===== src/hw/lcd_pkg.sv =====
`default_nettype none

package lcd_pkg;

    //////////////////////////////////////////////////
    // timing
    //////////////////////////////////////////////////
    localparam int clks_per_usec  = 100;   // 100 MHz system clock
    localparam int scl_half_usec  = 5;     // 100 kHz scl
    localparam int stop_hold_usec = 3;
    localparam int tick_w         = $clog2(clks_per_usec);
    localparam int half_w         = $clog2(scl_half_usec);

    // PCF8574 style expander
    localparam logic [6:0] lcd_i2c_addr = 7'h27;

    // expander byte, nibble in 7:4
    localparam int lcd_bit_bl = 3;
    localparam int lcd_bit_en = 2;
    localparam int lcd_bit_rw = 1;
    localparam int lcd_bit_rs = 0;

    //////////////////////////////////////////////////
    // host register map
    //////////////////////////////////////////////////
    localparam int   wb_dw      = 16;
    localparam logic reg_data   = 1'b0;
    localparam logic reg_status = 1'b1;

    typedef enum logic [2:0] {
        seq_idle,
        seq_hi_off,
        seq_hi_on,
        seq_lo_on,
        seq_lo_off,
        seq_tail_off    // repeat of lo_off
    } seq_state_t;

    typedef enum logic [2:0] {
        i2c_idle,
        i2c_start,
        i2c_send_addr,
        i2c_addr_ack,
        i2c_send_data,
        i2c_data_ack,
        i2c_stop_low,
        i2c_stop
    } i2c_state_t;

endpackage

`default_nettype wire


===== src/hw/wb_lcd_regs.sv =====
`timescale 1ns/1ns
`default_nettype none

module wb_lcd_regs (
    input  logic                     clk,
    input  logic                     reset_p,
    input  logic                     wb_cyc,
    input  logic                     wb_stb,
    input  logic                     wb_we,
    input  logic                     wb_adr,
    input  logic [lcd_pkg::wb_dw-1:0] wb_wdata,
    output logic [lcd_pkg::wb_dw-1:0] wb_rdata,
    output logic                     wb_ack,
    input  logic                     busy,
    output logic                     send,
    output logic [7:0]               data_byte,
    output logic                     rs
);

    logic req;
    logic data_wr;

    // new request, not the one being acked right now
    assign req     = wb_cyc & wb_stb & ~wb_ack;
    assign data_wr = req & wb_we & (wb_adr == lcd_pkg::reg_data);

    always_ff @(posedge clk or posedge reset_p) begin
        if (reset_p) begin
            wb_ack <= 1'b0;
            send   <= 1'b0;
        end else begin
            wb_ack <= 1'b0;
            send   <= 1'b0;
            if (data_wr) begin
                if (!busy) begin   // held off until sequencer is free
                    wb_ack <= 1'b1;
                    send   <= 1'b1;
                end
            end else if (req) begin
                wb_ack <= 1'b1;    // reads and status writes
            end
        end
    end

    always_ff @(posedge clk) begin
        if (data_wr && !busy) begin
            data_byte <= wb_wdata[7:0];
            rs        <= wb_wdata[8];
        end
        if (req && !wb_we) begin
            if (wb_adr == lcd_pkg::reg_status)
                wb_rdata <= {{(lcd_pkg::wb_dw - 1){1'b0}}, busy};
            else
                wb_rdata <= {{(lcd_pkg::wb_dw - 9){1'b0}}, rs, data_byte};
        end
    end

endmodule

`default_nettype wire


===== src/hw/lcd_nibble_seq.sv =====
`timescale 1ns/1ns
`default_nettype none

module lcd_nibble_seq (
    input  logic       clk,
    input  logic       reset_p,
    input  logic       send,
    input  logic [7:0] data_byte,
    input  logic       rs,
    output logic       busy,
    output logic       start,
    output logic [7:0] frame_byte,
    input  logic       done
);

    lcd_pkg::seq_state_t state;

    logic [7:0] byte_q;
    logic       rs_q;
    logic       issued;     // start already sent for this frame
    logic [3:0] nib;
    logic       en;

    function automatic logic [7:0] frame_of(input logic [3:0] n, input logic e,
                                            input logic r);
        logic [7:0] f;
        f                      = '0;
        f[7:4]                 = n;
        f[lcd_pkg::lcd_bit_bl] = 1'b1;   // backlight on
        f[lcd_pkg::lcd_bit_en] = e;
        f[lcd_pkg::lcd_bit_rw] = 1'b0;   // write only
        f[lcd_pkg::lcd_bit_rs] = r;
        return f;
    endfunction

    always_comb begin
        nib = byte_q[3:0];
        en  = 1'b0;
        case (state)
            lcd_pkg::seq_hi_off: nib = byte_q[7:4];
            lcd_pkg::seq_hi_on: begin
                nib = byte_q[7:4];
                en  = 1'b1;
            end
            lcd_pkg::seq_lo_on: en = 1'b1;
            default: ;
        endcase
    end

    always_ff @(posedge clk or posedge reset_p) begin
        if (reset_p) begin
            state  <= lcd_pkg::seq_idle;
            busy   <= 1'b0;
            start  <= 1'b0;
            issued <= 1'b0;
        end else begin
            start <= 1'b0;
            if (state == lcd_pkg::seq_idle) begin
                if (send) begin
                    state  <= lcd_pkg::seq_hi_off;
                    busy   <= 1'b1;
                    issued <= 1'b0;
                end
            end else if (!issued) begin
                start  <= 1'b1;
                issued <= 1'b1;
            end else if (done) begin
                issued <= 1'b0;
                case (state)
                    lcd_pkg::seq_hi_off: state <= lcd_pkg::seq_hi_on;
                    lcd_pkg::seq_hi_on:  state <= lcd_pkg::seq_lo_on;
                    lcd_pkg::seq_lo_on:  state <= lcd_pkg::seq_lo_off;
                    lcd_pkg::seq_lo_off: state <= lcd_pkg::seq_tail_off;
                    default: begin
                        state <= lcd_pkg::seq_idle;
                        busy  <= 1'b0;
                    end
                endcase
            end
        end
    end

    always_ff @(posedge clk) begin
        if (state == lcd_pkg::seq_idle && send) begin
            byte_q <= data_byte;
            rs_q   <= rs;
        end
        if (state != lcd_pkg::seq_idle && !issued)
            frame_byte <= frame_of(nib, en, rs_q);
    end

endmodule

`default_nettype wire


===== src/hw/i2c_tx.sv =====
`timescale 1ns/1ns
`default_nettype none

module i2c_tx (
    input  logic       clk,
    input  logic       reset_p,
    input  logic       start,
    input  logic [7:0] frame_byte,
    output logic       scl,
    output logic       sda,
    output logic       done
);

    lcd_pkg::i2c_state_t state;

    logic [lcd_pkg::tick_w-1:0] tick_cnt;
    logic [lcd_pkg::half_w-1:0] half_cnt;
    logic                       tick;
    logic                       scl_en;
    logic                       toggle;
    logic                       scl_fall;   // one clock after scl went low
    logic                       scl_rise;   // one clock after scl went high
    logic [2:0]                 bit_cnt;
    logic [7:0]                 data_q;
    logic [7:0]                 addr_rw;

    assign addr_rw = {lcd_pkg::lcd_i2c_addr, 1'b0};   // write
    assign scl_en  = (state != lcd_pkg::i2c_idle) && (state != lcd_pkg::i2c_start);
    assign tick    = (tick_cnt == lcd_pkg::tick_w'(lcd_pkg::clks_per_usec - 1));
    assign toggle  = scl_en && tick &&
                     (half_cnt == lcd_pkg::half_w'(lcd_pkg::scl_half_usec - 1));

    //////////////////////////////////////////////////
    // usec tick and scl
    //////////////////////////////////////////////////
    always_ff @(posedge clk or posedge reset_p) begin
        if (reset_p) begin
            tick_cnt <= '0;
            half_cnt <= '0;
            scl      <= 1'b1;
            scl_fall <= 1'b0;
            scl_rise <= 1'b0;
        end else begin
            scl_fall <= toggle & scl;
            scl_rise <= toggle & ~scl;
            if (!scl_en) begin
                tick_cnt <= '0;
                half_cnt <= '0;
                scl      <= 1'b1;
            end else begin
                tick_cnt <= tick ? '0 : tick_cnt + 1'b1;
                if (toggle) begin
                    half_cnt <= '0;
                    scl      <= ~scl;
                end else if (tick) begin
                    half_cnt <= half_cnt + 1'b1;
                end
            end
        end
    end

    //////////////////////////////////////////////////
    // frame FSM
    //////////////////////////////////////////////////
    always_ff @(posedge clk or posedge reset_p) begin
        if (reset_p) begin
            state   <= lcd_pkg::i2c_idle;
            sda     <= 1'b1;
            done    <= 1'b0;
            bit_cnt <= 3'd7;
        end else begin
            done <= 1'b0;
            case (state)
                lcd_pkg::i2c_idle: begin
                    sda <= 1'b1;
                    if (start)
                        state <= lcd_pkg::i2c_start;
                end
                lcd_pkg::i2c_start: begin
                    sda     <= 1'b0;   // scl still high here
                    bit_cnt <= 3'd7;
                    state   <= lcd_pkg::i2c_send_addr;
                end
                lcd_pkg::i2c_send_addr: begin
                    if (scl_fall)
                        sda <= addr_rw[bit_cnt];
                    if (scl_rise) begin
                        bit_cnt <= bit_cnt - 1'b1;   // wraps back to 7
                        if (bit_cnt == 3'd0)
                            state <= lcd_pkg::i2c_addr_ack;
                    end
                end
                lcd_pkg::i2c_addr_ack: begin
                    if (scl_fall)
                        sda <= 1'b1;   // released, ack ignored
                    if (scl_rise)
                        state <= lcd_pkg::i2c_send_data;
                end
                lcd_pkg::i2c_send_data: begin
                    if (scl_fall)
                        sda <= data_q[bit_cnt];
                    if (scl_rise) begin
                        bit_cnt <= bit_cnt - 1'b1;
                        if (bit_cnt == 3'd0)
                            state <= lcd_pkg::i2c_data_ack;
                    end
                end
                lcd_pkg::i2c_data_ack: begin
                    if (scl_fall)
                        sda <= 1'b1;
                    if (scl_rise)
                        state <= lcd_pkg::i2c_stop_low;
                end
                lcd_pkg::i2c_stop_low: begin
                    if (scl_fall)
                        sda <= 1'b0;
                    if (scl_rise)
                        state <= lcd_pkg::i2c_stop;
                end
                default: begin
                    // hold sda low a few usec with scl high, then stop edge
                    if (tick && half_cnt == lcd_pkg::half_w'(lcd_pkg::stop_hold_usec - 1)) begin
                        sda   <= 1'b1;
                        done  <= 1'b1;
                        state <= lcd_pkg::i2c_idle;
                    end
                end
            endcase
        end
    end

    always_ff @(posedge clk) begin
        if (state == lcd_pkg::i2c_idle && start)
            data_q <= frame_byte;
    end

endmodule

`default_nettype wire


===== src/hw/i2c_lcd_top.sv =====
`timescale 1ns/1ns
`default_nettype none

module i2c_lcd_top (
    input  logic                     clk,
    input  logic                     reset_p,
    input  logic                     wb_cyc,
    input  logic                     wb_stb,
    input  logic                     wb_we,
    input  logic                     wb_adr,
    input  logic [lcd_pkg::wb_dw-1:0] wb_wdata,
    output logic [lcd_pkg::wb_dw-1:0] wb_rdata,
    output logic                     wb_ack,
    output logic                     scl,
    output logic                     sda
);

    logic       busy;
    logic       send;
    logic [7:0] data_byte;
    logic       rs;
    logic       start;
    logic [7:0] frame_byte;
    logic       done;

    wb_lcd_regs u_regs (
        .clk       (clk),
        .reset_p   (reset_p),
        .wb_cyc    (wb_cyc),
        .wb_stb    (wb_stb),
        .wb_we     (wb_we),
        .wb_adr    (wb_adr),
        .wb_wdata  (wb_wdata),
        .wb_rdata  (wb_rdata),
        .wb_ack    (wb_ack),
        .busy      (busy),
        .send      (send),
        .data_byte (data_byte),
        .rs        (rs)
    );

    lcd_nibble_seq u_seq (
        .clk        (clk),
        .reset_p    (reset_p),
        .send       (send),
        .data_byte  (data_byte),
        .rs         (rs),
        .busy       (busy),
        .start      (start),
        .frame_byte (frame_byte),
        .done       (done)
    );

    i2c_tx u_i2c (
        .clk        (clk),
        .reset_p    (reset_p),
        .start      (start),
        .frame_byte (frame_byte),
        .scl        (scl),
        .sda        (sda),
        .done       (done)
    );

endmodule

`default_nettype wire


===== config.mk =====
export PLATFORM = sky130hd
export DESIGN_NAME = i2c_lcd_top
export DESIGN_NICKNAME = d
export VERILOG_FILES = /design/src/hw/lcd_pkg.sv /design/src/hw/wb_lcd_regs.sv /design/src/hw/lcd_nibble_seq.sv /design/src/hw/i2c_tx.sv /design/src/hw/i2c_lcd_top.sv
export SDC_FILE = /design/constraint.sdc
export NUM_CORES = 1
export LEC_CHECK = 0
export ABC_AREA = 1
export BUFFER_PORTS_ARGS = -buffer_cell sky130_fd_sc_hd__buf_2
export CAP_MARGIN = 20
export CORE_MARGIN = 3
export CORE_UTILIZATION = 59
export CTS_BUF_LIST = sky130_fd_sc_hd__clkbuf_8
export CTS_CLUSTER_DIAMETER = 100
export DETAILED_ROUTE_END_ITERATION = 12
export PLACE_DENSITY = 0.83
export SYNTH_ARGS = -nofsm -noshare
export SYNTH_HDL_FRONTEND = slang
export SYNTH_SLANG_ARGS = --single-unit

===== constraint.sdc =====
create_clock -name clk -period 2.23 [get_ports clk]
set_clock_uncertainty 0.15 [all_clocks]
set_input_delay 0.446 -clock clk [delete_from_list [all_inputs] [get_ports clk]]
set_output_delay 0.446 -clock clk [all_outputs]
set_load 0.01 [all_outputs]

## Word level (Yosys, flattened, before mapping)

Memory sizes are Yosys's and may differ from the RTL's.
Cells that the tools add are included.
Widths: inputs -> output; s select.

- $add $sub $neg: 3
- Multipliers: 0
- Equality and inequality tests: 31
- Multiplexer cells: 53
- Shift-type cells: 0
- Reductions and logical operators: 33
- Bitwise operators: 9
- $lt $le $gt $ge: 1
- Div/mod/pow operators: 0

Operator list:

| cell | number |
|---|---|
| $mux 3 | 17 |
| $mux 1 | 28 |
| $ne 2x1->1 const B | 13 |
| $pmux 3 s7 | 1 |
| $eq 3x2->1 const B | 5 |
| $eq 3x3->1 const B | 5 |
| $mux 7 | 2 |
| $pmux 3 s4 | 1 |
| $logic_and 1x1->1 | 9 |
| $logic_not 3->1 | 3 |
| $reduce_and 9->1 | 1 |
| $reduce_bool 8->1 | 1 |
| $reduce_or 2->1 | 4 |
| $add 7x1->7 const B | 1 |
| $eq 7x7->1 const B | 1 |
| $reduce_bool 7->1 | 1 |
| $reduce_or 7->1 | 1 |
| $and 1x1->1 | 6 |
| $eq 3x1->1 const B | 2 |
| $ne 2x2->1 const B | 3 |
| $pmux 1 s6 | 1 |
| $pmux 3 s2 | 1 |
| $reduce_bool 2->1 | 3 |
| $reduce_bool 3->1 | 2 |
| other kinds (14) | 18 |

- Memories: 1
- Latch bits: 0
- Logic and storage cells: 154
- Output and inout bits: 19
- Input bits: 22
- Memory bits (read-only): 8
- Bits in writable memories: 0
- Register bits: 75

Memory list:

| name | depth | bits a word | read ports | clocked after Yosys merged registers in | write ports | RTL line | RTL |
|---|---|---|---|---|---|---|---|
| (name not given) | 8 | 1 | 1 | 0 | 0 | i2c_tx.sv:86 | `sda <= addr_rw[bit_cnt];` |

## Longest topological paths before layout

- Word-level depth: 6
- Depth in mapped cells: 9
- Depth with buffers taken out: 9

## Modules after synthesis

From an unflattened synthesis, not the netlist that was laid out.

- Cells, all modules: 310
- Area, all modules: 3,134.3 um2

Modules (own cells, without submodules):

| module | instances | area an instance (um2) | cells each | seq. area each (um2) |
|---|---|---|---|---|
| i2c_tx | 1 | 1,506.4 | 175 | 772.0 |
| lcd_nibble_seq | 1 | 847.1 | 75 | 600.6 |
| wb_lcd_regs | 1 | 780.7 | 60 | 590.6 |

## Least setup slack after synthesis

No wires, ideal clock.

- Kind: input to register
- Start point: in wb_adr
- End point: reg u_regs.data_byte[0], enable pin
- Library setup time: 0.388 ns
- Data required time: 1.692 ns
- Cell stages on the path: 4
- Arrival: 1.505 ns
- Setup slack: 0.187 ns
- Buffers on the path: 1
- Cell sequence: clkbuf_1 -> inv_1 -> nand2_1 -> nor3_1

- Cells in the longest elaborated chain, start to end: 3

RTL lines:

| item | RTL line | RTL |
|---|---|---|
| start, declared | i2c_lcd_top.sv:10 | `input logic wb_adr,` |
| $not 1->1 | wb_lcd_regs.sv:25 | `assign data_wr = req & wb_we & (wb_adr == lcd_pkg::reg_data);` |
| $and 1x1->1 | wb_lcd_regs.sv:25 |  |
| $logic_and 1x1->1 | wb_lcd_regs.sv:46 | `if (data_wr && !busy) begin` |
| end signal, assigned | wb_lcd_regs.sv:47 | `data_byte <= wb_wdata[7:0];` |
| end, declared | wb_lcd_regs.sv:16 | `output logic [7:0] data_byte,` |

Every way passes these cells.
A chain may end at the register's enable or synchronous reset.

## Worst setup path in the final report

- Start point: reg u_i2c.state[1]
- End point: reg u_i2c.data_q[7], enable pin

- Cells in the longest elaborated chain, start to end: 2

RTL lines:

| item | RTL line | RTL |
|---|---|---|
| start, declared | i2c_tx.sv:14 | `lcd_pkg::i2c_state_t state;` |
| start signal, assigned | i2c_tx.sv:67 | `state <= lcd_pkg::i2c_idle;` |
| start signal, assigned | i2c_tx.sv:77 | `state <= lcd_pkg::i2c_start;` |
| start signal, assigned | i2c_tx.sv:82 | `state <= lcd_pkg::i2c_send_addr;` |
| $logic_not 3->1 | i2c_tx.sv:133 | `if (state == lcd_pkg::i2c_idle && start)` |
| $logic_and 1x1->1 | i2c_tx.sv:133 |  |
| end signal, assigned | i2c_tx.sv:134 | `data_q <= frame_byte;` |
| end, declared | i2c_tx.sv:24 | `logic [7:0] data_q;` |

Every way passes these cells.

==> metrics.txt <==
Switching Fraction=34.5%; clk buf depth=2; share of cells above drive strength 1=23.0%; combinational share of power=26.7%; Seq/Total Area, Yosys=64.1%; fill cell total of the finished layout=351; port buffer count=26; Final ANT Viol Nets=0; setup repair after global routing missed its margin=no; final non-filler cell total=384; headroom to the max-slew limit=64.3%; number of sinks driven by the clock tree=68; Iteration-0 DRC Markers=95; static leakage power=0.00149 uW; global-route wire length before repair=8160 microns; Yosys reg bits=68; slew of the pin with the lowest slew margin=0.533 ns; die extent in x=77.0 microns; count of distinct cell types in the synthesized netlist=31; Final min period=1.76 ns; maximum number of pins on one net before global-route repair=30; average cell area after synthesis=10.8 sq um; met2 track demand over resource in global routing=29.5%; share of power burned in the clock network=27.4%; via total after detailed routing=1856; number of antenna violations at the first check in global routing=0; met3 usage=3.17%; Sum Neg Setup Slack=0 ns; maximum net fanout on the critical path=9; starting utilization of the core area=62.1%; length of the first detailed-routing pass in iterations=4; Fin. Hold Viols=0; IR Drop Worst-Case VDD=0.963 mV; final routed wire length divided by cell count=12.5 microns; TritonCTS clock tree=done; sequential group share of total power=45.8%; via count of the first global-routing pass=1837; area growth from synthesis to final layout=12.8%; Root Buffer Master=clkbuf_8; vias per std cell=4.83; CP endpoint kind=register; number of cells after detailed placement=368; standard cell core area=4790 sq um; maximum clock frequency=569 MHz; clock insertion delay at the later pin of the skew report=0.34 ns; Pins Over Slew Limit=0; number of resized instances in the post-cts repair step=0; Switching Power=1260 uW; critical path class=reg2reg; Synth Cell Area=2970 sq um; floorplan die height=77.0 microns; total congestion overflow=0; ratio of total power to cell area=1090 nW/um^2; clock transition at the registers of the reported paths=0.07 ns; startpoint class of the critical path=register; # Max-Cap Violations=0; overall routed net length=4800 microns; deepest level of the CTS H-tree=3; number of hold-repair buffers added at the cts stage=0; num rows=25; number of top-level pins=41; required time reported for the critical path endpoint=2.06 ns; routability congestion estimate=0.775; WP data arrival=1.59 ns; internal power of the cells=2390 uW; total of warnings raised by yosys=0; cell count after synthesis=276; highest-utilization routing layer at the global route stage=met2; detailed placer's ending HPWL=3400 microns; total routing usage reported by global routing=18.0%; status=completed; Finish-stage setup viols=0; final routed DRC violation total=0; Final Cycle Share=78.9%; final std cell area, no fill=3350 sq um; post-CTS setup buffer count=0; number of nets in the finished design=340; die area=5920 sq um; Placed Area=3150 sq um; Power Total=3650 uW; type of the most critical hold path=in2async; Num CTS Buffers=9; Ant. Diodes=0; Global Route met1 Usage=22.2%
## per-layer routing
layer | vias up | routed length (microns)
li1 | 955 | -
met1 | 846 | 2130
met2 | 48 | 2380
met3 | 7 | 213
met4 | 0 | 73
met5 | - | 0
## worst paths after layout
path	startpoint	endpoint	slack [ns]	depth (start not counted)
max	u_i2c.state[1]$_DFFE_PP0P_	u_i2c.data_q[7]$_DFFE_PP_	0.47	3
min reg2reg	u_seq.frame_byte[7]$_DFFE_PP_	u_i2c.data_q[7]$_DFFE_PP_	0.27	0
max reg2reg	u_i2c.state[1]$_DFFE_PP0P_	u_i2c.data_q[7]$_DFFE_PP_	0.47	3
max in group asynchronous	reset_p	u_i2c.scl$_DFFE_PP1P_	1.60	3
min	reset_p	u_i2c.state[2]$_DFFE_PP0P_	0.02	3
min in group clk	wb_wdata[7]	u_regs.data_byte[7]$_DFFE_PP_	0.13	1
## worst max-delay path, cell delays in order (launching register included)
cell and delay, ns:
dfrtp_1 0.47, nor2_4 0.27, nand2_2 0.12, nor2_1 0.39
## sequential cells by signal, summed over array words and instances (netlist names), 3 cells and up
name / count
u_regs.wb_rdata: 9
u_seq.state: 3
u_i2c.half_cnt: 3
u_i2c.data_q: 6
u_seq.byte_q: 8
u_seq.frame_byte: 6
u_regs.data_byte: 8
u_i2c.state: 3
u_i2c.bit_cnt: 3
u_i2c.tick_cnt: 7
## cell type report
class | count | area (sq um) | area share, %
repair buffers | 29 | 153 | 4.56
multi-input cells | 163 | 857 | 25.6
clock inverters | 7 | 75.1 | 2.24
flip-flops and latches | 68 | 1900 | 56.8
well taps | 67 | 83.8 | 2.50
inverters | 41 | 154 | 4.59
clock buffers | 9 | 124 | 3.70
## per-stage QoR
stage / hold WS [ns] / setup slack, ns / utilization, %
after floorplan: 0.250 / 0.187 / -
after global placement: 0.251 / 0.516 / 65.8
after detailed placement: 0.256 / 0.436 / 65.8
after CTS: 0.0195 / 0.428 / 70.0
after global routing: 0.0534 / 0.369 / 70.0
final: 0.0211 / 0.471 / 70.0
## power by group through the flow
stage	Combinational (uW)	Sequential [uW]	Clock (uW)
2_1_floorplan	844	1640	0
3_3_place_gp	927	1690	0
3_5_place_dp	975	1700	0
4_1_cts	989	1680	1030
5_1_grt	1110	1700	1090
6_report	976	1670	1000
## synthesized netlist by cell type
library cell   n  share of area [%]
edfxtp_1      39                 39
a21oi_4        1               0.55
nand3_2        1               0.34
buf_6          2               0.76
inv_1         37                4.7
a21oi_1        6                1.0
dfrtp_1       24                 20
nor3b_1        1               0.25
nand2_2        4               0.84
a22oi_1        1               0.25
nand4_1        3               0.63
inv_2          4               0.51
conb_1         1               0.13
o21ai_1        2               0.34
nand2_1       48                6.1
xor2_1         2               0.59
dfstp_2        5                4.4
nor2_1        34                4.3
nor2_2         3               0.63
ha_1           6                2.5
nand2_4        2               0.76
o21ai_2        1               0.29
nor3_1         4               0.67
nand3b_1       1               0.25
clkbuf_1       1               0.13
buf_4          7                1.8
mux2_2         4                1.5
nor2_4         3                1.1
xnor2_1        1               0.29
o21ai_0       15                2.5
nand3_1       13                2.2
## cells in the final DEF (no fill, tap or decap)
master,netlist,final
dfrtp_1,24,24
clkbuf_8,0,9
nor2_1,34,34
o21ai_1,2,2
nand2_4,2,2
nand2_2,4,4
dfstp_2,5,5
a21oi_1,6,6
clkinv_2,0,1
xnor2_1,1,1
inv_2,4,4
buf_2,0,26
clkinvlp_4,0,3
o21ai_0,15,15
ha_1,6,6
conb_1,1,7
mux2_2,4,4
nor3b_1,1,1
nand2_1,48,48
nand3b_1,1,1
a21oi_4,1,1
nor2_4,3,3
bufinv_16,0,1
nand3_2,1,1
nor3_1,4,4
o21ai_2,1,1
nand4_1,3,3
buf_4,7,3
inv_6,0,2
nand3_1,13,13
a22oi_1,1,1
xor2_1,2,2
edfxtp_1,39,39
inv_1,37,37
nor2_2,3,3
## cell families after synthesis
family / after synthesis / synth area share, %
xor+xnor: 3 / 0.885
buf+inv: 51 / 7.83
simple gates: 117 / 18.1
compound gates: 26 / 4.97
flops: 68 / 64.1
other cells: 1 / 0.126
mux: 4 / 1.52
fa+ha+maj: 6 / 2.53
(Power assumes the default switching activity.)
